**src/design/rtu_pkg.sv**
```systemverilog
package rtu_pkg;

  //========================================
  // Widths
  //========================================
  // Data and address width of the core
  localparam int XLEN = 32;
  // APB offset width, covers the register window
  localparam int RTU_ADDR_W = 8;

  //========================================
  // Completion flags and EX1 bus
  //========================================
  // One flag per execution unit, one-hot per cycle
  typedef struct packed {
    logic alu;
    logic mul;
    logic div;
    logic bju;
    logic lsu;
  } rtu_unit_vec_t;

  // Shared EX1 result bus
  typedef struct packed {
    logic [XLEN-1:0] pc;
    // Branch target on a bju redirect
    logic [XLEN-1:0] result;
    logic [4:0]      rd;
    logic            wb_en;
    logic            redirect;
    logic            expt;
    logic [3:0]      expt_code;
  } rtu_ex1_pld_t;

  // EX2 record, bus payload plus completing unit
  typedef struct packed {
    rtu_ex1_pld_t  pld;
    rtu_unit_vec_t unit;
  } rtu_ex2_rec_t;

  // Retire event, one cycle wide
  typedef struct packed {
    logic            ok;
    logic            expt;
    logic            flush;
    logic [XLEN-1:0] pc;
  } rtu_retire_evt_t;

  //========================================
  // Register map
  //========================================
  localparam logic [RTU_ADDR_W-1:0] RTU_REG_TVEC     = 8'h00;
  localparam logic [RTU_ADDR_W-1:0] RTU_REG_INSTRET  = 8'h04;
  localparam logic [RTU_ADDR_W-1:0] RTU_REG_EXPTCNT  = 8'h08;
  localparam logic [RTU_ADDR_W-1:0] RTU_REG_FLUSHCNT = 8'h0C;
  localparam logic [RTU_ADDR_W-1:0] RTU_REG_LASTPC   = 8'h10;

endpackage
```
**src/design/rtu_top.sv**
```systemverilog
module rtu_top #(
  parameter logic [rtu_pkg::XLEN-1:0] TVEC_RESET = 32'h0000_0100,
  parameter int                       CNT_W      = 32
) (
  input  logic                           cmplt_clk,
  input  logic                           cpurst_b,
  // EX1 completion
  input  rtu_pkg::rtu_unit_vec_t         unit_cmplt,
  input  rtu_pkg::rtu_ex1_pld_t          ex1_pld,
  // Register file write port
  output logic                           wb_vld,
  output logic [4:0]                     wb_rd,
  output logic [rtu_pkg::XLEN-1:0]       wb_data,
  // Fetch redirect
  output logic                           redirect_vld,
  output logic [rtu_pkg::XLEN-1:0]       redirect_pc,
  // To decode
  output logic                           commit,
  // APB slave
  input  logic                           psel,
  input  logic                           penable,
  input  logic                           pwrite,
  input  logic [rtu_pkg::RTU_ADDR_W-1:0] paddr,
  input  logic [rtu_pkg::XLEN-1:0]       pwdata,
  output logic [rtu_pkg::XLEN-1:0]       prdata,
  output logic                           pready,
  output logic                           pslverr
);

  import rtu_pkg::*;

  // Stage control
  logic            ex1_load;
  logic            ex2_vld;
  logic            flush_ex1;
  logic            commit_clear;
  // EX2 record and retire event
  rtu_ex2_rec_t    ex2_rec;
  rtu_retire_evt_t retire_evt;
  // Trap base from the register block
  logic [XLEN-1:0] tvec;

  //========================================
  // Completion
  //========================================
  rtu_cmplt_ctrl x_cmplt_ctrl (
    .cmplt_clk    (cmplt_clk),
    .cpurst_b     (cpurst_b),
    .unit_cmplt   (unit_cmplt),
    .commit_clear (commit_clear),
    .ex1_load     (ex1_load),
    .ex2_vld      (ex2_vld),
    .flush_ex1    (flush_ex1),
    .commit       (commit)
  );

  rtu_cmplt_dp x_cmplt_dp (
    .cmplt_clk  (cmplt_clk),
    .cpurst_b   (cpurst_b),
    .ex1_load   (ex1_load),
    .unit_cmplt (unit_cmplt),
    .ex1_pld    (ex1_pld),
    .ex2_rec    (ex2_rec)
  );

  //========================================
  // Retire and registers
  //========================================
  rtu_retire x_retire (
    .ex2_vld      (ex2_vld),
    .ex2_rec      (ex2_rec),
    .flush_ex1    (flush_ex1),
    .tvec         (tvec),
    .commit_clear (commit_clear),
    .wb_vld       (wb_vld),
    .wb_rd        (wb_rd),
    .wb_data      (wb_data),
    .redirect_vld (redirect_vld),
    .redirect_pc  (redirect_pc),
    .retire_evt   (retire_evt)
  );

  rtu_apb_regs #(
    .TVEC_RESET (TVEC_RESET),
    .CNT_W      (CNT_W)
  ) x_apb_regs (
    .cmplt_clk  (cmplt_clk),
    .cpurst_b   (cpurst_b),
    .psel       (psel),
    .penable    (penable),
    .pwrite     (pwrite),
    .paddr      (paddr),
    .pwdata     (pwdata),
    .retire_evt (retire_evt),
    .prdata     (prdata),
    .pready     (pready),
    .pslverr    (pslverr),
    .tvec       (tvec)
  );

endmodule

```
**src/design/rtu_apb_regs.sv**
```systemverilog
module rtu_apb_regs #(
  parameter logic [rtu_pkg::XLEN-1:0] TVEC_RESET = 32'h0000_0100,
  parameter int                       CNT_W      = 32
) (
  input  logic                           cmplt_clk,
  input  logic                           cpurst_b,
  input  logic                           psel,
  input  logic                           penable,
  input  logic                           pwrite,
  input  logic [rtu_pkg::RTU_ADDR_W-1:0] paddr,
  input  logic [rtu_pkg::XLEN-1:0]       pwdata,
  input  rtu_pkg::rtu_retire_evt_t       retire_evt,
  output logic [rtu_pkg::XLEN-1:0]       prdata,
  output logic                           pready,
  output logic                           pslverr,
  output logic [rtu_pkg::XLEN-1:0]       tvec
);

  import rtu_pkg::*;

  // APB phase decode
  logic             apb_acc;
  logic             apb_wr;
  logic             addr_hit;
  logic             addr_ro;
  // Register state
  logic [XLEN-1:0]  tvec_q;
  logic [XLEN-1:0]  lastpc_q;
  logic [CNT_W-1:0] instret_q;
  logic [CNT_W-1:0] exptcnt_q;
  logic [CNT_W-1:0] flushcnt_q;

  //========================================
  // APB access
  //========================================
  assign apb_acc = psel & penable;
  assign apb_wr  = apb_acc & pwrite;
  // No wait states
  assign pready  = 1'b1;

  // Offset decode and read mux
  always_comb
  begin
    addr_hit = 1'b1;
    addr_ro  = 1'b1;
    prdata   = '0;
    case (paddr)
      RTU_REG_TVEC:
      begin
        addr_ro = 1'b0;
        prdata  = tvec_q;
      end
      RTU_REG_INSTRET:  prdata = XLEN'(instret_q);
      RTU_REG_EXPTCNT:  prdata = XLEN'(exptcnt_q);
      RTU_REG_FLUSHCNT: prdata = XLEN'(flushcnt_q);
      RTU_REG_LASTPC:   prdata = lastpc_q;
      default:
      begin
        addr_hit = 1'b0;
        addr_ro  = 1'b0;
      end
    endcase
  end

  // Unmapped offset, or write to a counter
  assign pslverr = apb_acc & (~addr_hit | (pwrite & addr_ro));

  //========================================
  // Trap vector and retire counters
  //========================================
  always_ff @(posedge cmplt_clk or negedge cpurst_b)
  begin
    if (!cpurst_b)
    begin
      tvec_q     <= {TVEC_RESET[XLEN-1:2], 2'b00};
      instret_q  <= '0;
      exptcnt_q  <= '0;
      flushcnt_q <= '0;
      lastpc_q   <= '0;
    end
    else
    begin
      // Word aligned base
      if (apb_wr && (paddr == RTU_REG_TVEC))
        tvec_q <= {pwdata[XLEN-1:2], 2'b00};
      // Counters wrap at CNT_W
      if (retire_evt.ok)
        instret_q <= instret_q + 1'b1;
      if (retire_evt.expt)
        exptcnt_q <= exptcnt_q + 1'b1;
      if (retire_evt.flush)
        flushcnt_q <= flushcnt_q + 1'b1;
      // Trapping PC is kept too
      if (retire_evt.ok || retire_evt.expt)
        lastpc_q <= retire_evt.pc;
    end
  end

  assign tvec = tvec_q;

endmodule

```
**src/design/rtu_retire.sv**
```systemverilog
module rtu_retire (
  input  logic                     ex2_vld,
  input  rtu_pkg::rtu_ex2_rec_t    ex2_rec,
  input  logic                     flush_ex1,
  input  logic [rtu_pkg::XLEN-1:0] tvec,
  output logic                     commit_clear,
  output logic                     wb_vld,
  output logic [4:0]               wb_rd,
  output logic [rtu_pkg::XLEN-1:0] wb_data,
  output logic                     redirect_vld,
  output logic [rtu_pkg::XLEN-1:0] redirect_pc,
  output rtu_pkg::rtu_retire_evt_t retire_evt
);

  import rtu_pkg::*;

  // Retire classification
  logic            ex2_expt;
  logic            ex2_br;
  logic            ex2_ok;
  logic            rd_nz;
  // Computed addresses
  logic [XLEN-1:0] expt_ofs;
  logic [XLEN-1:0] expt_pc;
  logic [XLEN-1:0] link_pc;

  //========================================
  // Classify the EX2 instruction
  //========================================
  // Exception has priority over a redirect
  assign ex2_expt = ex2_vld & ex2_rec.pld.expt;
  assign ex2_br   = ex2_vld & ex2_rec.pld.redirect & ~ex2_rec.pld.expt;
  // Normal retire, branches included
  assign ex2_ok   = ex2_vld & ~ex2_rec.pld.expt;

  // Either event kills EX1 this cycle
  assign commit_clear = ex2_expt | ex2_br;

  //========================================
  // Redirect
  //========================================
  // Vectored trap entry, four bytes per code
  assign expt_ofs = {{(XLEN-6){1'b0}}, ex2_rec.pld.expt_code, 2'b00};
  assign expt_pc  = tvec + expt_ofs;

  assign redirect_vld = ex2_expt | ex2_br;
  // Branch target travels on the result field
  assign redirect_pc  = ex2_expt ? expt_pc : ex2_rec.pld.result;

  //========================================
  // Writeback
  //========================================
  // Return address for jump-and-link
  assign link_pc = ex2_rec.pld.pc + XLEN'(4);

  // x0 is never written
  assign rd_nz = |ex2_rec.pld.rd;

  // Trapping instruction leaves rd untouched
  assign wb_vld  = ex2_ok & ex2_rec.pld.wb_en & rd_nz;
  assign wb_rd   = ex2_rec.pld.rd;
  assign wb_data = ex2_br ? link_pc : ex2_rec.pld.result;

  //========================================
  // Retire event for the counters
  //========================================
  // flush marks the EX1 instruction killed
  // in this same cycle
  assign retire_evt = '{ok:    ex2_ok,
                        expt:  ex2_expt,
                        flush: flush_ex1,
                        pc:    ex2_rec.pld.pc};

endmodule

```
**src/design/rtu_cmplt_dp.sv**
```systemverilog
module rtu_cmplt_dp (
  input  logic                   cmplt_clk,
  input  logic                   cpurst_b,
  input  logic                   ex1_load,
  input  rtu_pkg::rtu_unit_vec_t unit_cmplt,
  input  rtu_pkg::rtu_ex1_pld_t  ex1_pld,
  output rtu_pkg::rtu_ex2_rec_t  ex2_rec
);

  import rtu_pkg::*;

  // Masked flags from EX1
  logic            ex1_redirect;
  logic            ex1_expt;
  // Control part of the record
  rtu_unit_vec_t   unit_q;
  logic            wb_en_q;
  logic            redirect_q;
  logic            expt_q;
  // Payload part of the record
  logic [XLEN-1:0] pc_q;
  logic [XLEN-1:0] result_q;
  logic [4:0]      rd_q;
  logic [3:0]      expt_code_q;

  //========================================
  // Flag masking by unit
  //========================================
  // Only the branch unit may redirect
  assign ex1_redirect = ex1_pld.redirect & unit_cmplt.bju;
  // mul and div never trap
  assign ex1_expt     = ex1_pld.expt & ~(unit_cmplt.mul | unit_cmplt.div);

  //========================================
  // EX2 record
  //========================================
  always_ff @(posedge cmplt_clk or negedge cpurst_b)
  begin
    if (!cpurst_b)
    begin
      unit_q     <= '0;
      wb_en_q    <= 1'b0;
      redirect_q <= 1'b0;
      expt_q     <= 1'b0;
    end
    else if (ex1_load)
    begin
      unit_q     <= unit_cmplt;
      wb_en_q    <= ex1_pld.wb_en;
      redirect_q <= ex1_redirect;
      expt_q     <= ex1_expt;
    end
  end

  // Data fields, held while no load
  always_ff @(posedge cmplt_clk)
  begin
    if (ex1_load)
    begin
      pc_q        <= ex1_pld.pc;
      result_q    <= ex1_pld.result;
      rd_q        <= ex1_pld.rd;
      expt_code_q <= ex1_pld.expt_code;
    end
  end

  assign ex2_rec = '{pld: '{pc:        pc_q,
                            result:    result_q,
                            rd:        rd_q,
                            wb_en:     wb_en_q,
                            redirect:  redirect_q,
                            expt:      expt_q,
                            expt_code: expt_code_q},
                     unit: unit_q};

endmodule

```
**src/design/rtu_cmplt_ctrl.sv**
```systemverilog
module rtu_cmplt_ctrl (
  input  logic                   cmplt_clk,
  input  logic                   cpurst_b,
  input  rtu_pkg::rtu_unit_vec_t unit_cmplt,
  input  logic                   commit_clear,
  output logic                   ex1_load,
  output logic                   ex2_vld,
  output logic                   flush_ex1,
  output logic                   commit
);

  // Merged EX1 completion
  logic ex1_cmplt;
  // Per-unit completions
  logic ex1_alu_cmplt;
  logic ex1_mul_cmplt;
  logic ex1_div_cmplt;
  logic ex1_bju_cmplt;
  logic ex1_lsu_cmplt;
  // EX2 valid flop
  logic ex2_cmplt_q;

  //========================================
  // EX1 completion merge
  //========================================
  // Units sharing the EX1 bus
  assign ex1_alu_cmplt = unit_cmplt.alu;
  assign ex1_mul_cmplt = unit_cmplt.mul;
  assign ex1_div_cmplt = unit_cmplt.div;
  assign ex1_bju_cmplt = unit_cmplt.bju;
  assign ex1_lsu_cmplt = unit_cmplt.lsu;

  // Any unit done this cycle
  assign ex1_cmplt = ex1_alu_cmplt
                   | ex1_mul_cmplt
                   | ex1_div_cmplt
                   | ex1_bju_cmplt
                   | ex1_lsu_cmplt;

  //========================================
  // Commit clear qualification
  //========================================
  // Clear comes from the EX2 instruction
  // Exception or taken redirect kills the
  // younger instruction sitting in EX1
  assign ex1_load  = ex1_cmplt & ~commit_clear;

  // Killed completion, counted by retire
  assign flush_ex1 = ex1_cmplt & commit_clear;

  // Decode may commit unless EX2 clears
  assign commit    = ~commit_clear;

  //========================================
  // EX2 valid
  //========================================
  always_ff @(posedge cmplt_clk or negedge cpurst_b)
  begin
    if (!cpurst_b)
      ex2_cmplt_q <= 1'b0;
    else
      ex2_cmplt_q <= ex1_load;
  end

  // Retire stage sees one instruction per cycle at most
  assign ex2_vld = ex2_cmplt_q;

endmodule

```
**config.mk**
```make
export PLATFORM = sky130hd
export DESIGN_NAME = rtu_top
export DESIGN_NICKNAME = d
export VERILOG_FILES = /design/src/design/rtu_pkg.sv /design/src/design/rtu_top.sv /design/src/design/rtu_apb_regs.sv /design/src/design/rtu_retire.sv /design/src/design/rtu_cmplt_dp.sv /design/src/design/rtu_cmplt_ctrl.sv
export SDC_FILE = /design/constraint.sdc
export NUM_CORES = 1
export LEC_CHECK = 0
export BUFFER_PORTS_ARGS = -buffer_cell sky130_fd_sc_hd__buf_2
export CORE_ASPECT_RATIO = 2
export CORE_MARGIN = 2
export CORE_UTILIZATION = 50
export DETAILED_ROUTE_END_ITERATION = 8
export PLACE_DENSITY = 0.73
export REMOVE_ABC_BUFFERS = 1
export SYNTH_ARGS = -nofsm -noshare
export SYNTH_HDL_FRONTEND = slang
export SYNTH_SLANG_ARGS = --single-unit
```
**constraint.sdc**
```tcl
create_clock -name cmplt_clk -period 3.45 [get_ports cmplt_clk]
set_input_delay 0.5175 -clock cmplt_clk [delete_from_list [all_inputs] [get_ports cmplt_clk]]
set_output_delay 0.5175 -clock cmplt_clk [all_outputs]
set_load 0.02 [all_outputs]
```
==> results.md <==
- Post-synth ARST share: around 69%
- Post-Route WL: 30900 um
- Buffers added on ports: about 230
- Synthesized area: approximately 12000 um^2
- Most common flop cell mapped by yosys: dfrtp_1
- RSZ-0062 raised after global routing: yes
- Rel. slew slack: approximately two fifths
- Initial Utilization: between 50% and 60%
- Number of DRC markers in iteration 0: 444
- GR Util All Layers: between 20% and 30%
- Multi-input gate area: ~5500 um^2
- DIE HEIGHT: approximately 220 um
- Post-Synth Adder-Cell Area: about 1.1%
- Fin crit period: between 3 and 4 ns
- Min-delay worst type: input pin to flop
- Largest family of logic cells by synthesized area: simple AND/OR/NAND/NOR gates
- Data required time of the worst path: a little under 3 ns
- Status: finished clean
- Compound-Gate Fraction of Synth Area: 7.55%
- Synth top area share: between 30% and 40%
- Simple-gate share of the synthesized area: about 17%
- # Post-CTS Setup Buffers: 0
- Setup Slack @ Placement: ~0.25 ns
- Pre-Repair DR Iteration Count: 6
- End-of-flow core utilization: 60.1%
- Grt peak-use layer: met2
- Dominant cells by area after synthesis: dfrtp_1 33%, edfxtp_1 18%, xnor2_1 7.4%
- M3 GR Usage: between 2 and 2.5%
- Crit-path max FO: 4
- CP startpoint kind: flop
- Die width: about 110 um
- Num CTS Buffers: 21
- Nets: around 1500
- Placed inst area: 13600 um^2
- Yosys cell types: between 50 and 60
- Post-synthesis mux area share: 8.69%
- Total congestion overflow: 0
- Post-synthesis sequential area ratio: between 50% and 60%
- Top post-synthesis cells by count: 161 x dfrtp_1, 161 x nand2_1, 102 x xnor2_1
- Leak pwr: 6.51 nW
- Worst IR Drop VDD: approximately 0.53 mV
- Core ar.: between 20000 and 25000 um^2
- Clock transition at path regs: roughly 0.07 ns
- Xor and xnor area share after synthesis: 10.6%
- Fin area: roughly 14000 um^2
- Top Ports: between 200 and 250
- Worst hold slack: ~0.18 ns
- CTS root buf: clkbuf_16
- Final Instance Count excl. Fillers: between 1500 and 2000
- Wire per inst: ~19 um
- Initial antenna violation count: 0
- Skew-Pair Late Insertion Delay: 0.51 ns
- Final hold vios: 0
- Final worst-path cycle share: 98.5%
- Seq cells post-synth: roughly 240
- Setup violations, final: 0
- Vias/cell: 5.69
- RePlAce Congestion: 0.873
- Htree depth: 1
- # DRC: 0
- Synthesized area per cell: 10.8 um^2
- Worst slew pin tran: just over 0.9 ns
- Ant diodes: 0
- Vias in the first global route: 9569
- Met2 usage: roughly 46%
- Critical path class: flop to output pin
- Crit end category: output pin
- Max-slew violations: 0
- Largest net degree at the start of global routing: 81
- Met1 GRT Util: between 20% and 30%
- Total number of yosys warnings: 0
- ANT nets after route: 0
- Arrival @ worst endpoint: around 2.9 ns
- Row Count: 80
- First-pass GRT wire length: between 40000 and 50000 um
- Sink Count: 235
- Synth area leader: dfrtp_1
- Share of layout cells above drive strength 1: between 20% and 30%
- Setup WS post-layout: 0.0520 ns
- EDFF count, synth: 73
- Sequential cell area: approximately 6200 um^2
- Maxcap violations: 0
- Maximum clock frequency: between 200 and 300 MHz
- Fin Clk Skew: approximately 0.013 ns
- Mapped Cells: between 1000 and 1500
- CTS tree: yes
- Post-Place Cells: 1608
- FILL cells: ~2000
- Clock buffer depth: 3
- Routed vias: around 9400
- Synth-to-Final Area Change: 18.0%
- DP HPWL: 23700 um
- Die area: 25600 um^2
- Pwr dens: ~570 nW/um^2
metrics by stage:
step	setup TNS [ns]	power [mW]
floorplan	-3.13	5.03
global placement	0	5.79
detailed placement	0	5.86
CTS	0	8.18
global route	-0.460	8.52
finish	0	8.12
timing repair:
| action | in CTS | in global routing |
|---|---|---|
| endpoints found under the setup margin | 8 | 10 |
| hold buffers | 1 | 0 |
| gates resized for setup | 2 | 1 |
| hold endpoints to repair | 33 | 0 |
| pin swaps | 0 | 1 |
area by class of cell:
type,count,share of cell area [%]
clock buffer,27,4.12
tap,287,2.51
clock inverter,10,0.551
timing repair buffer,256,9.59
inverter,44,1.15
multi-input combinational,787,38.4
sequential,235,43.6
report_power, final:
group	switching, mW	internal, mW
sequential	0.412	3.41
combinational	1.20	0.772
clock	1.04	1.29
flip-flops by register name, indices dropped and copies added (netlist names), 4 cells and up:
register	flops
x_apb_regs.flushcnt_q	32
x_apb_regs.exptcnt_q	32
x_cmplt_dp.pc_q	32
x_cmplt_dp.rd_q	5
x_cmplt_dp.expt_code_q	4
x_apb_regs.lastpc_q	32
x_apb_regs.tvec	30
x_apb_regs.instret_q	32
x_cmplt_dp.result_q	32
routing by layer:
metal | vias up | routed length (um)
met5 | - | 0
met4 | 0 | 1540
met3 | 80 | 1210
li1 | 4443 | -
met1 | 4571 | 11200
met2 | 275 | 16900
cell families (layout without fill, tap and decap cells):
logic type | count (synthesis) | in the layout
xor gates and xnor gates | 147 | 147
DFF | 235 | 235
adders and majority gates | 10 | 10
muxes | 97 | 97
other | 1 | 1
buffers and inverters | 102 | 337
AOI/OAI and AO/OA | 140 | 140
and+or+nand+nor | 392 | 392
layout by cell type, fill, tap and decap left out, types with 3 or more instances in the layout:
master and instances:
and4_1 13, nor2b_1 5, o21ai_1 7, ha_1 8, nor2_1 40, clkbuf_1 3
nor4_1 9, dfrtp_1 161, buf_4 26, clkinv_2 6, xor2_1 45, nand4_1 36
nand2_1 159, and2_1 7, mux2_2 67, nand4_2 3, or3_1 4, inv_1 43
edfxtp_1 73, clkbuf_16 22, mux2i_1 30, o21ai_0 83, buf_2 227, nor4_2 5
nor4_4 6, nand3_1 52, and3_1 14, or2_2 4, nor3_1 15, xnor2_1 102
nor4b_2 3, a222oi_1 30
worst max-delay path: stages, from the launching register on:
cell      delay, ns
dfrtp_1        0.40
ha_1           0.21
fa_1           0.46
a211oi_2       0.32
or2_2          0.26
nor4_2         0.08
xnor2_1        0.14
a21oi_1        0.28
buf_2          0.22
path summary, 6_finish.rpt:
kind | start | endpoint | slack (ns) | cells past startpoint
setup reg to reg | x_cmplt_dp.expt_q | x_cmplt_dp.result_q[26] | 1.14 | 6
min in group asynchronous | cpurst_b | x_cmplt_dp.expt_q | 0.46 | 2
hold / removal | ex1_pld[28] | x_cmplt_dp.result_q[16] | 0.18 | 1
setup / recovery | x_apb_regs.tvec[2] | redirect_pc[22] | 0.05 | 8
max in group asynchronous | cpurst_b | x_apb_regs.flushcnt_q[31] | 2.05 | 3
hold reg to reg | x_apb_regs.instret_q[31] | x_apb_regs.instret_q[31] | 0.47 | 1
Power figures use the tool's default switching activity.
